==> src/source/vmaPkg.sv <==
package vmaPkg;

  // Address field widths, big-endian numbering 13:35
  localparam int sectionW = 5;
  localparam int inSectionW = 18;
  localparam int magicW = 9;

  // Where the section field of a VMA load comes from
  typedef enum logic [1:0] {
    keepSec,
    pcSec,
    prevSec,
    adSec
  } secSrcT;

  // EBUS diagnostic readout selector
  typedef enum logic [2:0] {
    diagVma,
    diagHeld,
    diagPc,
    diagAdrBrk,
    diagPrevSec,
    diagHeldOrPc,
    diagFlags,
    diagNone
  } diagSelT;

  // Field view of a VMA word, bits 13:35
  typedef struct packed {
    logic [0:sectionW-1] section;
    logic [0:1] misc;
    logic [0:7] page;
    logic [0:3] block;
    logic [0:3] ac;
  } vmaFieldsT;

  typedef union packed {
    logic [13:35] flat;
    vmaFieldsT field;
  } vmaWordU;

endpackage

==> src/source/vmaAddressPath.sv <==
`timescale 1ns/10ps

module vmaAddressPath import vmaPkg::*; (
  input  logic                  clk,
  input  logic                  reset,
  input  logic                  pcInc,
  input  logic [0:3]            trapMix,
  input  logic                  condVmaMagic,
  input  logic [0:magicW-1]     magic,
  input  logic [0:35]           adData,
  input  logic                  loadVma,
  input  logic                  vmaFromAdder,
  input  secSrcT                secSrc,
  input  logic [0:sectionW-1]   prevSec,
  input  logic                  incVma,
  input  logic                  loadPc,
  input  logic                  loadHeld,
  input  logic                  condSelVma,
  output vmaWordU               vma,
  output logic [13:35]          pc,
  output logic [13:35]          held,
  output logic [13:35]          heldOrPc
);

  logic [0:inSectionW-1] adderOut;
  logic [0:inSectionW-1] inSecIn;
  logic [0:sectionW-1] secIn;

  // Address adder, or the magic constant in its place
  always_comb begin
    if (condVmaMagic) begin
      adderOut = {{(inSectionW - magicW){1'b0}}, magic};
    end else begin
      adderOut = pc[18:35]
               + {{(inSectionW - 4){1'b0}}, trapMix}
               + {{(inSectionW - 1){1'b0}}, pcInc};
    end
  end

  always_comb begin
    inSecIn = vmaFromAdder ? adderOut : adData[18:35];
  end

  // Section source mux
  always_comb begin
    case (secSrc)
      vmaPkg::keepSec: secIn = vma.field.section;
      vmaPkg::pcSec:   secIn = pc[13:17];
      vmaPkg::prevSec: secIn = prevSec;
      vmaPkg::adSec:   secIn = adData[13:17];
      default:         secIn = vma.field.section;
    endcase
  end

  // VMA register, load beats count
  always_ff @(posedge clk) begin
    if (reset) begin
      vma.flat <= '0;
    end else if (loadVma) begin
      vma.flat <= {secIn, inSecIn};
    end else if (incVma) begin
      vma.flat <= vma.flat + 23'd1;
    end
  end

  always_ff @(posedge clk) begin
    if (reset) begin
      pc <= '0;
    end else if (loadPc) begin
      pc <= vma.flat;
    end
  end

  // Copy of VMA kept across a page fail
  always_ff @(posedge clk) begin
    if (reset) begin
      held <= '0;
    end else if (loadHeld) begin
      held <= vma.flat;
    end
  end

  always_comb begin
    heldOrPc = condSelVma ? held : pc;
  end

endmodule

==> src/source/vmaContextRegs.sv <==
`timescale 1ns/10ps

module vmaContextRegs import vmaPkg::*; (
  input  logic                  clk,
  input  logic                  reset,
  input  logic [0:35]           adData,
  input  logic                  loadPrevContext,
  input  logic                  dataoApr,
  output logic [0:sectionW-1]   prevSec,
  output logic [13:35]          adrBrk,
  output logic                  pcsSection0
);

  // Previous context section for PXCT references
  always_ff @(posedge clk) begin
    if (reset) begin
      prevSec <= '0;
    end else if (loadPrevContext) begin
      prevSec <= adData[13:17];
    end
  end

  // Address break, written by DATAO APR
  always_ff @(posedge clk) begin
    if (reset) begin
      adrBrk <= '0;
    end else if (dataoApr) begin
      adrBrk <= adData[13:35];
    end
  end

  always_comb begin
    pcsSection0 = (prevSec == '0);
  end

endmodule

==> src/source/vmaStatus.sv <==
`timescale 1ns/10ps

module vmaStatus import vmaPkg::*; (
  input  vmaWordU               vma,
  input  logic [13:35]          pc,
  input  logic [13:35]          held,
  input  logic [13:35]          heldOrPc,
  input  logic [0:sectionW-1]   prevSec,
  input  logic [13:35]          adrBrk,
  input  logic                  pcsSection0,
  input  logic                  vmaExtended,
  input  logic                  vmaFetch,
  input  logic                  pageUebrRef,
  input  logic                  vmaReadOrWrite,
  input  logic                  readVma,
  input  diagSelT               diagSel,
  output logic                  acRef,
  output logic                  localAc,
  output logic                  breakMatch,
  output logic [0:35]           ebusData,
  output logic                  ebusDriving
);

  logic section01;
  logic isLocal;
  logic miscZero;
  logic pageZero;
  logic blockZero;
  logic pcSection0;
  logic [13:35] diagWord;

  // Section 0 or 1 differ only in the low bit
  always_comb begin
    section01 = (vma.field.section[0:sectionW-2] == '0);
    isLocal = ~vmaExtended | vmaFetch | section01;
    miscZero = (vma.field.misc == '0);
    pageZero = (vma.field.page == '0);
    blockZero = (vma.field.block == '0);
    pcSection0 = (pc[13:17] == '0);
  end

  // Fast memory reference
  always_comb begin
    acRef = isLocal & pageUebrRef & vmaReadOrWrite & miscZero & pageZero & blockZero;
    localAc = isLocal & ~section01 & miscZero & pageZero;
    breakMatch = (adrBrk == vma.flat);
  end

  // Diagnostic word, right-aligned on the EBUS
  always_comb begin
    case (diagSel)
      diagVma:      diagWord = vma.flat;
      diagHeld:     diagWord = held;
      diagPc:       diagWord = pc;
      diagAdrBrk:   diagWord = adrBrk;
      diagPrevSec:  diagWord = {prevSec, 17'b0, pcsSection0};
      diagHeldOrPc: diagWord = heldOrPc;
      diagFlags:    diagWord = {19'b0, acRef, localAc, breakMatch, pcSection0};
      default:      diagWord = '0;
    endcase
  end

  always_comb begin
    ebusData = readVma ? {13'b0, diagWord} : '0;
    ebusDriving = readVma;
  end

endmodule

==> src/source/vmaTop.sv <==
`timescale 1ns/10ps

module vmaTop import vmaPkg::*; (
  input  logic                  clk,
  input  logic                  reset,
  input  logic                  pcInc,
  input  logic [0:3]            trapMix,
  input  logic                  condVmaMagic,
  input  logic [0:magicW-1]     magic,
  input  logic [0:35]           adData,
  input  logic                  loadVma,
  input  logic                  vmaFromAdder,
  input  secSrcT                secSrc,
  input  logic                  incVma,
  input  logic                  loadPc,
  input  logic                  loadHeld,
  input  logic                  condSelVma,
  input  logic                  loadPrevContext,
  input  logic                  dataoApr,
  input  logic                  vmaExtended,
  input  logic                  vmaFetch,
  input  logic                  pageUebrRef,
  input  logic                  vmaReadOrWrite,
  input  logic                  readVma,
  input  diagSelT               diagSel,
  output vmaWordU               vma,
  output logic [13:35]          pc,
  output logic [13:35]          held,
  output logic [13:35]          heldOrPc,
  output logic [0:sectionW-1]   prevSec,
  output logic [13:35]          adrBrk,
  output logic                  pcsSection0,
  output logic                  acRef,
  output logic                  localAc,
  output logic                  breakMatch,
  output logic [0:35]           ebusData,
  output logic                  ebusDriving
);

  vmaAddressPath u_addressPath (
    .clk          (clk),
    .reset        (reset),
    .pcInc        (pcInc),
    .trapMix      (trapMix),
    .condVmaMagic (condVmaMagic),
    .magic        (magic),
    .adData       (adData),
    .loadVma      (loadVma),
    .vmaFromAdder (vmaFromAdder),
    .secSrc       (secSrc),
    .prevSec      (prevSec),
    .incVma       (incVma),
    .loadPc       (loadPc),
    .loadHeld     (loadHeld),
    .condSelVma   (condSelVma),
    .vma          (vma),
    .pc           (pc),
    .held         (held),
    .heldOrPc     (heldOrPc)
  );

  vmaContextRegs u_contextRegs (
    .clk             (clk),
    .reset           (reset),
    .adData          (adData),
    .loadPrevContext (loadPrevContext),
    .dataoApr        (dataoApr),
    .prevSec         (prevSec),
    .adrBrk          (adrBrk),
    .pcsSection0     (pcsSection0)
  );

  // Flags and readout see both register groups
  vmaStatus u_status (
    .vma            (vma),
    .pc             (pc),
    .held           (held),
    .heldOrPc       (heldOrPc),
    .prevSec        (prevSec),
    .adrBrk         (adrBrk),
    .pcsSection0    (pcsSection0),
    .vmaExtended    (vmaExtended),
    .vmaFetch       (vmaFetch),
    .pageUebrRef    (pageUebrRef),
    .vmaReadOrWrite (vmaReadOrWrite),
    .readVma        (readVma),
    .diagSel        (diagSel),
    .acRef          (acRef),
    .localAc        (localAc),
    .breakMatch     (breakMatch),
    .ebusData       (ebusData),
    .ebusDriving    (ebusDriving)
  );

endmodule
==> config.mk <==
export PLATFORM = sky130hd
export DESIGN_NAME = vmaTop
export DESIGN_NICKNAME = d
export VERILOG_FILES = /design/src/source/vmaPkg.sv /design/src/source/vmaAddressPath.sv /design/src/source/vmaContextRegs.sv /design/src/source/vmaStatus.sv /design/src/source/vmaTop.sv
export SDC_FILE = /design/constraint.sdc
export NUM_CORES = 1
export LEC_CHECK = 0
export BUFFER_PORTS_ARGS = -buffer_cell sky130_fd_sc_hd__buf_2
export CAP_MARGIN = 20
export CORE_MARGIN = 2
export CORE_UTILIZATION = 45
export CTS_CLUSTER_DIAMETER = 120
export DETAILED_ROUTE_END_ITERATION = 8
export GPL_TIMING_DRIVEN = 0
export PLACE_DENSITY = 0.75
export REMOVE_ABC_BUFFERS = 1
export SETUP_SLACK_MARGIN = 0.05
export SYNTH_ARGS = -nofsm -noshare
export SYNTH_HDL_FRONTEND = slang
export SYNTH_SLANG_ARGS = --single-unit
==> constraint.sdc <==
create_clock -name clk -period 2.9 [get_ports clk]
set_input_delay 0.145 -clock clk [delete_from_list [all_inputs] [get_ports clk]]
set_output_delay 0.145 -clock clk [all_outputs]
set_load 0.005 [all_outputs]
# After elaboration in Yosys (flattened, before gate mapping)
# Index checks and enable logic that the tools add are counted.
# classes
addsub,3
muxes,8
n_eq_ne,11
div,0
reduce_logical,10
bitwise,12
order_cmp,0
shift,0
multipliers,0
# op_table
cell,count
$pmux 23 s7,1
$mux 23,4
$mux 18,2
$add 23x1->23 const B,1
$eq 23x23->1,1
$add 18x1->18,1
$add 18x4->18,1
$pmux 5 s3,1
$logic_not 5->1,2
$eq 3x3->1 const B,3
$and 1x1->1,8
$logic_not 4->1,2
$logic_not 8->1,1
$eq 3x2->1 const B,2
$eq 2x2->1 const B,2
$logic_not 2->1,2
$eq 3x1->1 const B,1
$logic_not 3->1,1
$eq 2x1->1 const B,1
$ne 2x2->1 const B,1
$not 1->1,2
$or 1x1->1,2
$reduce_and 2->1,1
$reduce_bool 2->1,1
# word_totals
latch_bits,0
inputBits,71
regBits,97
ramBits,0
mem_count,0
rom_bits,0

# Longest topological paths before layout
# logic_depth
depth_word,10
mapped_depth,9
ltp_nobuf,9

# Modules after synthesis
# A second synthesis with hierarchy kept.
# unflattened
hier_cells,745
area_unflattened_um2,6582.6
# by_module_without_submodules
mod,seq_area_each_um2,n_inst,cells_each,area_each_um2
vmaAddressPath,1381.3,1,475,4063.9
vmaStatus,0.0,1,177,1515.2
vmaContextRegs,560.5,1,93,1003.5

# Worst setup path after synthesis
# No wires, ideal clock.
# synth_timing
path_type,register to register
startpoint,register u_addressPath.pc[35] (netlist name)
endpoint,register u_addressPath.vma[14] (netlist name)
path_stages_with_launch,10
n_path_buf,0
t_required_ns,2.758
path_slack_ns,0.571
t_arrival_ns,2.187
cell_sequence,dfxtp_1 -> inv_1 -> fa_1 -> fa_1 -> nor2b_1 -> o21a_1 -> o2111ai_1 -> o21a_1 -> o21ai_0 -> a311oi_1
# synth_via
elab_chain_len,5
# synth_lines
element,line,source
start: declaration,vmaAddressPath.sv:20,"output logic [13:35] pc,"
start signal: assignment,vmaAddressPath.sv:70,pc <= vma.flat;
$add 18x4->18,vmaAddressPath.sv:35,"+ {{(inSectionW - 4){1'b0}}, trapMix}"
$add 18x1->18,vmaAddressPath.sv:36,"+ {{(inSectionW - 1){1'b0}}, pcInc};"
$mux 18,vmaAddressPath.sv:31,if (condVmaMagic) begin
$mux 18,vmaAddressPath.sv:41,inSecIn = vmaFromAdder ? adderOut : adData[18:35];
$mux 23,vmaAddressPath.sv:59,end else if (loadVma) begin
end: declaration,vmaAddressPath.sv:19,"output vmaWordU vma,"
# Every way passes these cells.
# A chain may end at the register's enable or synchronous reset.

# Worst setup path in the final report
# layout_timing
startpoint,register u_addressPath.vma[6] (netlist name)
endpoint,output port ebusData[34] (netlist name)
# layout_via
elab_chain_len,3
# layout_lines
element,line,source
$eq 23x23->1,vmaStatus.sv:46,breakMatch = (adrBrk == vma.flat);
$pmux 23 s7,vmaStatus.sv:51,case (diagSel)
$mux 23,vmaStatus.sv:64,"ebusData = readVma ? {13'b0, diagWord} : '0;"
end: declaration,vmaTop.sv:36,"output logic [0:35] ebusData,"
# Every way passes these cells.

==> summary.txt <==
Finish
  – Nets: 979
  – Area grow syn2layout: 19.3%
  – Ant diodes: 0
  – Area of the multi-input gates: 4020 um2
  – FF/Latch Area: 1940 um2
  – Layout cells sized above 1: 29.5%
  – Post-route insts no fill: 1,087
  – Fill cell count: 1,316
  – Design Area, Final: 7610 um2

Yosys
  – Cells after Synth: 761
  – EDFF count, synth: 0
  – Netlist cell types: 64
  – Synth Warn #: 0
  – Async set or reset register ratio after synthesis: 0%
  – Number of synthesized register bits: 97
  – Top_reg_cell synth: dfxtp_1
  – Mapped Area: 6380 um2
  – Register area share after synthesis: 30.4%
  – Mean post-synth cell area: 8.39 um2

Timing
  – RSZ-0062 raised after global routing: false
  – Worst Max-Slew Pin Slew: 1120 ps
  – Slew margin rel.: 24.9%
  – Final critical-path share of the clock period: 93.3%
  – Final Skew: 4.01 ps
  – Number of hold violations in the final report: 0
  – Worst setup margin: 194 ps
  – Setup_tns: 0 ps
  – Endpoints failing setup: 0
  – F_max: 370 MHz
  – Slew Viols, Final: 0
  – Min Tclk post-route: 2710 ps

CTS
  – Worst-path clk slew: 70 ps
  – Clk sinks: 97
  – CTS tree: built
  – Hold buffers post-CTS: 0
  – CTS H-Tree Depth: 3
  – CTS buffer count: 9
  – CTS Root Cell: clkbuf_16
  – Clock tree buffer depth: 2
  – Worst skew pair latency: 350 ps

Die
  – Cell Rows: 43
  – Initial core utilization: 46.0%
  – Die Height: 123 um
  – Core area: 13,900 um2
  – I/O pins: 232
  – Die Footprint: 15,200 um2
  – Die Wd: 123 um

GRT
  – Initial antenna violation count: 0
  – First-pass GRT wire length: 31.7 mm
  – Pin count of the biggest net entering global routing: 51
  – Vias in the first global route: 5,688
  – Total Routing Usage GR: 27.1%
  – Overflow after GRT: 0

Setup path
  – Crit path kind: reg -> out
  – Worst EP required: 2760 ps
  – Worst Path Max Fanout: 8
  – R2R Path End: u_addressPath.vma[14]
  – CP startpoint kind: flop
  – R2R Path Start: u_addressPath.vma[1]
  – Critical Path Start: u_addressPath.vma[6]
  – Cell chain of the critical path: xor2_1, nor4_1, nand4_1, nor3_2, a222oi_1, nor2_1, buf_2
  – Worst Reg-to-Reg Cells: 7
  – CP endpoint: ebusData[34]
  – Crit-path leading delay family: simple AND/OR/NAND/NOR gates
  – R2R Setup Slk: 280 ps
  – CP max stage delay: 490 ps
  – Cell depth of the worst setup path: 7
  – Crit-path slowest cell: dfxtp_1
  – Critical path arrival: 2560 ps
  – Buf/Inv on CP: 1
  – Worst setup EP type: output port

Min path
  – HP Class: in -> reg
  – WHS Path Cells: 3

Power and ir drop
  – Max IR drop VDD: 0.255 mV
  – PwrDens: 447 nW/um2
  – Leakage power total: 3.60 nW

Place
  – IO buf count: 205
  – Gpl congestion: 0.883
  – Pre-CTS setup slack: 156 ps
  – HPWL Detailed: 14.8 mm
  – Placed Cells: 1,071
  – Post-DP Area: 7290 um2

Drt
  – Routed vias: 6,278
  – Remaining DRCs: 0
  – Routed len/inst: 19.1 um
  – DRT iter0 DRCs: 465
  – Vias/cell: 5.78
  – Wirelength, routed: 20.7 mm
  – Drt pass-1 iters: 5
  – Final ANT Viol Nets: 0

Run status
  – Status: finished clean

Job
  – Max Cap Viol: 0
-- through the flow --
step | utilization [%] | total power, mW | hold WS [ps]
floorplan | - | 1.87 | 208
global placement | 52.1 | 2.21 | 396
detailed placement | 52.5 | 2.23 | 409
CTS | 54.7 | 3.41 | 42.7
global route | 54.9 | 3.55 | 64.6
finish | 54.9 | 3.40 | 45.9
-- repair_timing --
action | CTS | global route
setup buffers | 0 | 0
resized for setup | 2 | 4
endpoints found under the setup margin | 1 | 6
-- metal layers --
| metal | GRT usage, % | wire length, um | part of all wire (%) |
|---|---|---|---|
| met1 | 37.6 | 9160 | 44 |
| met2 | 43.3 | 9730 | 47 |
| met3 | 4.57 | 1550 | 7.4 |
| met4 | 7.88 | 305 | 1.5 |
| met5 | 0 | 0 | 0 |
-- report_power, final --
group	internal, mW	leakage, nW	switching [mW]
registers	1.40	0.796	0.140
logic	0.299	2.66	0.365
clock network	0.677	0.142	0.517
-- worst reg2reg max path: cells and delay by family (launching register included) --
kind | cells | cell delay, ps
AO/OA/AOI/OAI | 1 | 250
XOR/XNOR | 1 | 190
adder cells (fa/ha/maj) | 1 | 410
flip-flops | 1 | 590
AND/OR/NAND/NOR | 4 | 1100
-- worst min path at each step --
stage	startpoint	end	slack, ps
after floorplan	reset	u_addressPath.vma[19]	210
after global placement	adData[32]	u_contextRegs.adrBrk[32]	400
after detailed placement	adData[33]	u_contextRegs.adrBrk[33]	410
after CTS	adData[33]	u_contextRegs.adrBrk[33]	40
after global routing	adData[29]	u_contextRegs.adrBrk[29]	60
final	adData[33]	u_contextRegs.adrBrk[33]	50
-- cell usage in the layout, fill, tap and decap left out, types with 14 or more instances in the layout --
| cell type | netlist | final |
|---|---|---|
| nand2_1 | 38 | 38 |
| a22oi_1 | 15 | 15 |
| xnor2_1 | 23 | 23 |
| a221oi_1 | 20 | 20 |
| a21oi_1 | 14 | 14 |
| mux2_2 | 21 | 21 |
| mux2i_1 | 84 | 84 |
| xor2_1 | 26 | 26 |
| nor2_1 | 149 | 149 |
| dfxtp_1 | 97 | 96 |
| buf_2 | 12 | 204 |
-- cell usage after synthesis, drive strengths merged, types with 4 or more instances --
cell type	number	area share, %
o2111ai	4	0.55
o211ai	7	0.82
a311oi	9	1.2
mux2	21	3.7
dfxtp	97	30
nor2b	7	0.69
nor2	149	8.8
inv	15	0.88
nor4	10	1.2
a221oi	20	2.7
mux4	8	2.8
a21oi	14	1.1
nand3	11	0.86
and3	7	0.71
o21ai	11	0.86
nand4	14	1.6
nor3	11	0.94
mux2i	84	13
a22oi	15	1.8
buf	42	4.1
a211oi	10	1.2
xor2	26	3.6
ha	4	0.78
xnor2	23	3.2
o21a	5	0.59
clkbuf	48	2.9
nand2	39	2.3
nand2b	7	0.69
-- registers in the layout, indices dropped and copies added, names as in the netlist --
name	cells
u_addressPath.held	23
u_contextRegs.adrBrk	23
u_contextRegs.prevSec	5
u_addressPath.pc	23
u_addressPath.vma	23
-- cells by family after synthesis --
kind of cell	count (synthesis)	synth area share, %
AO/OA/AOI/OAI	123	14.7
XOR/XNOR	49	6.72
adder cells (fa/ha/maj)	6	1.41
buffers and inverters	105	7.86
flip-flops	97	30.4
multiplexers	113	19.7
other	1	0.0587
AND/OR/NAND/NOR	267	19.2
-- final cells by class --
| class | instances | area share, % |
|---|---|---|
| well taps | 180 | 2.96 |
| clock buffers | 15 | 3.78 |
| clock inverters | 1 | 0.0986 |
| flip-flops and latches | 97 | 25.5 |
| multi-input cells | 571 | 52.8 |
| inverters | 15 | 0.739 |
| repair buffers | 208 | 14.1 |
(Power assumes the default switching activity.)
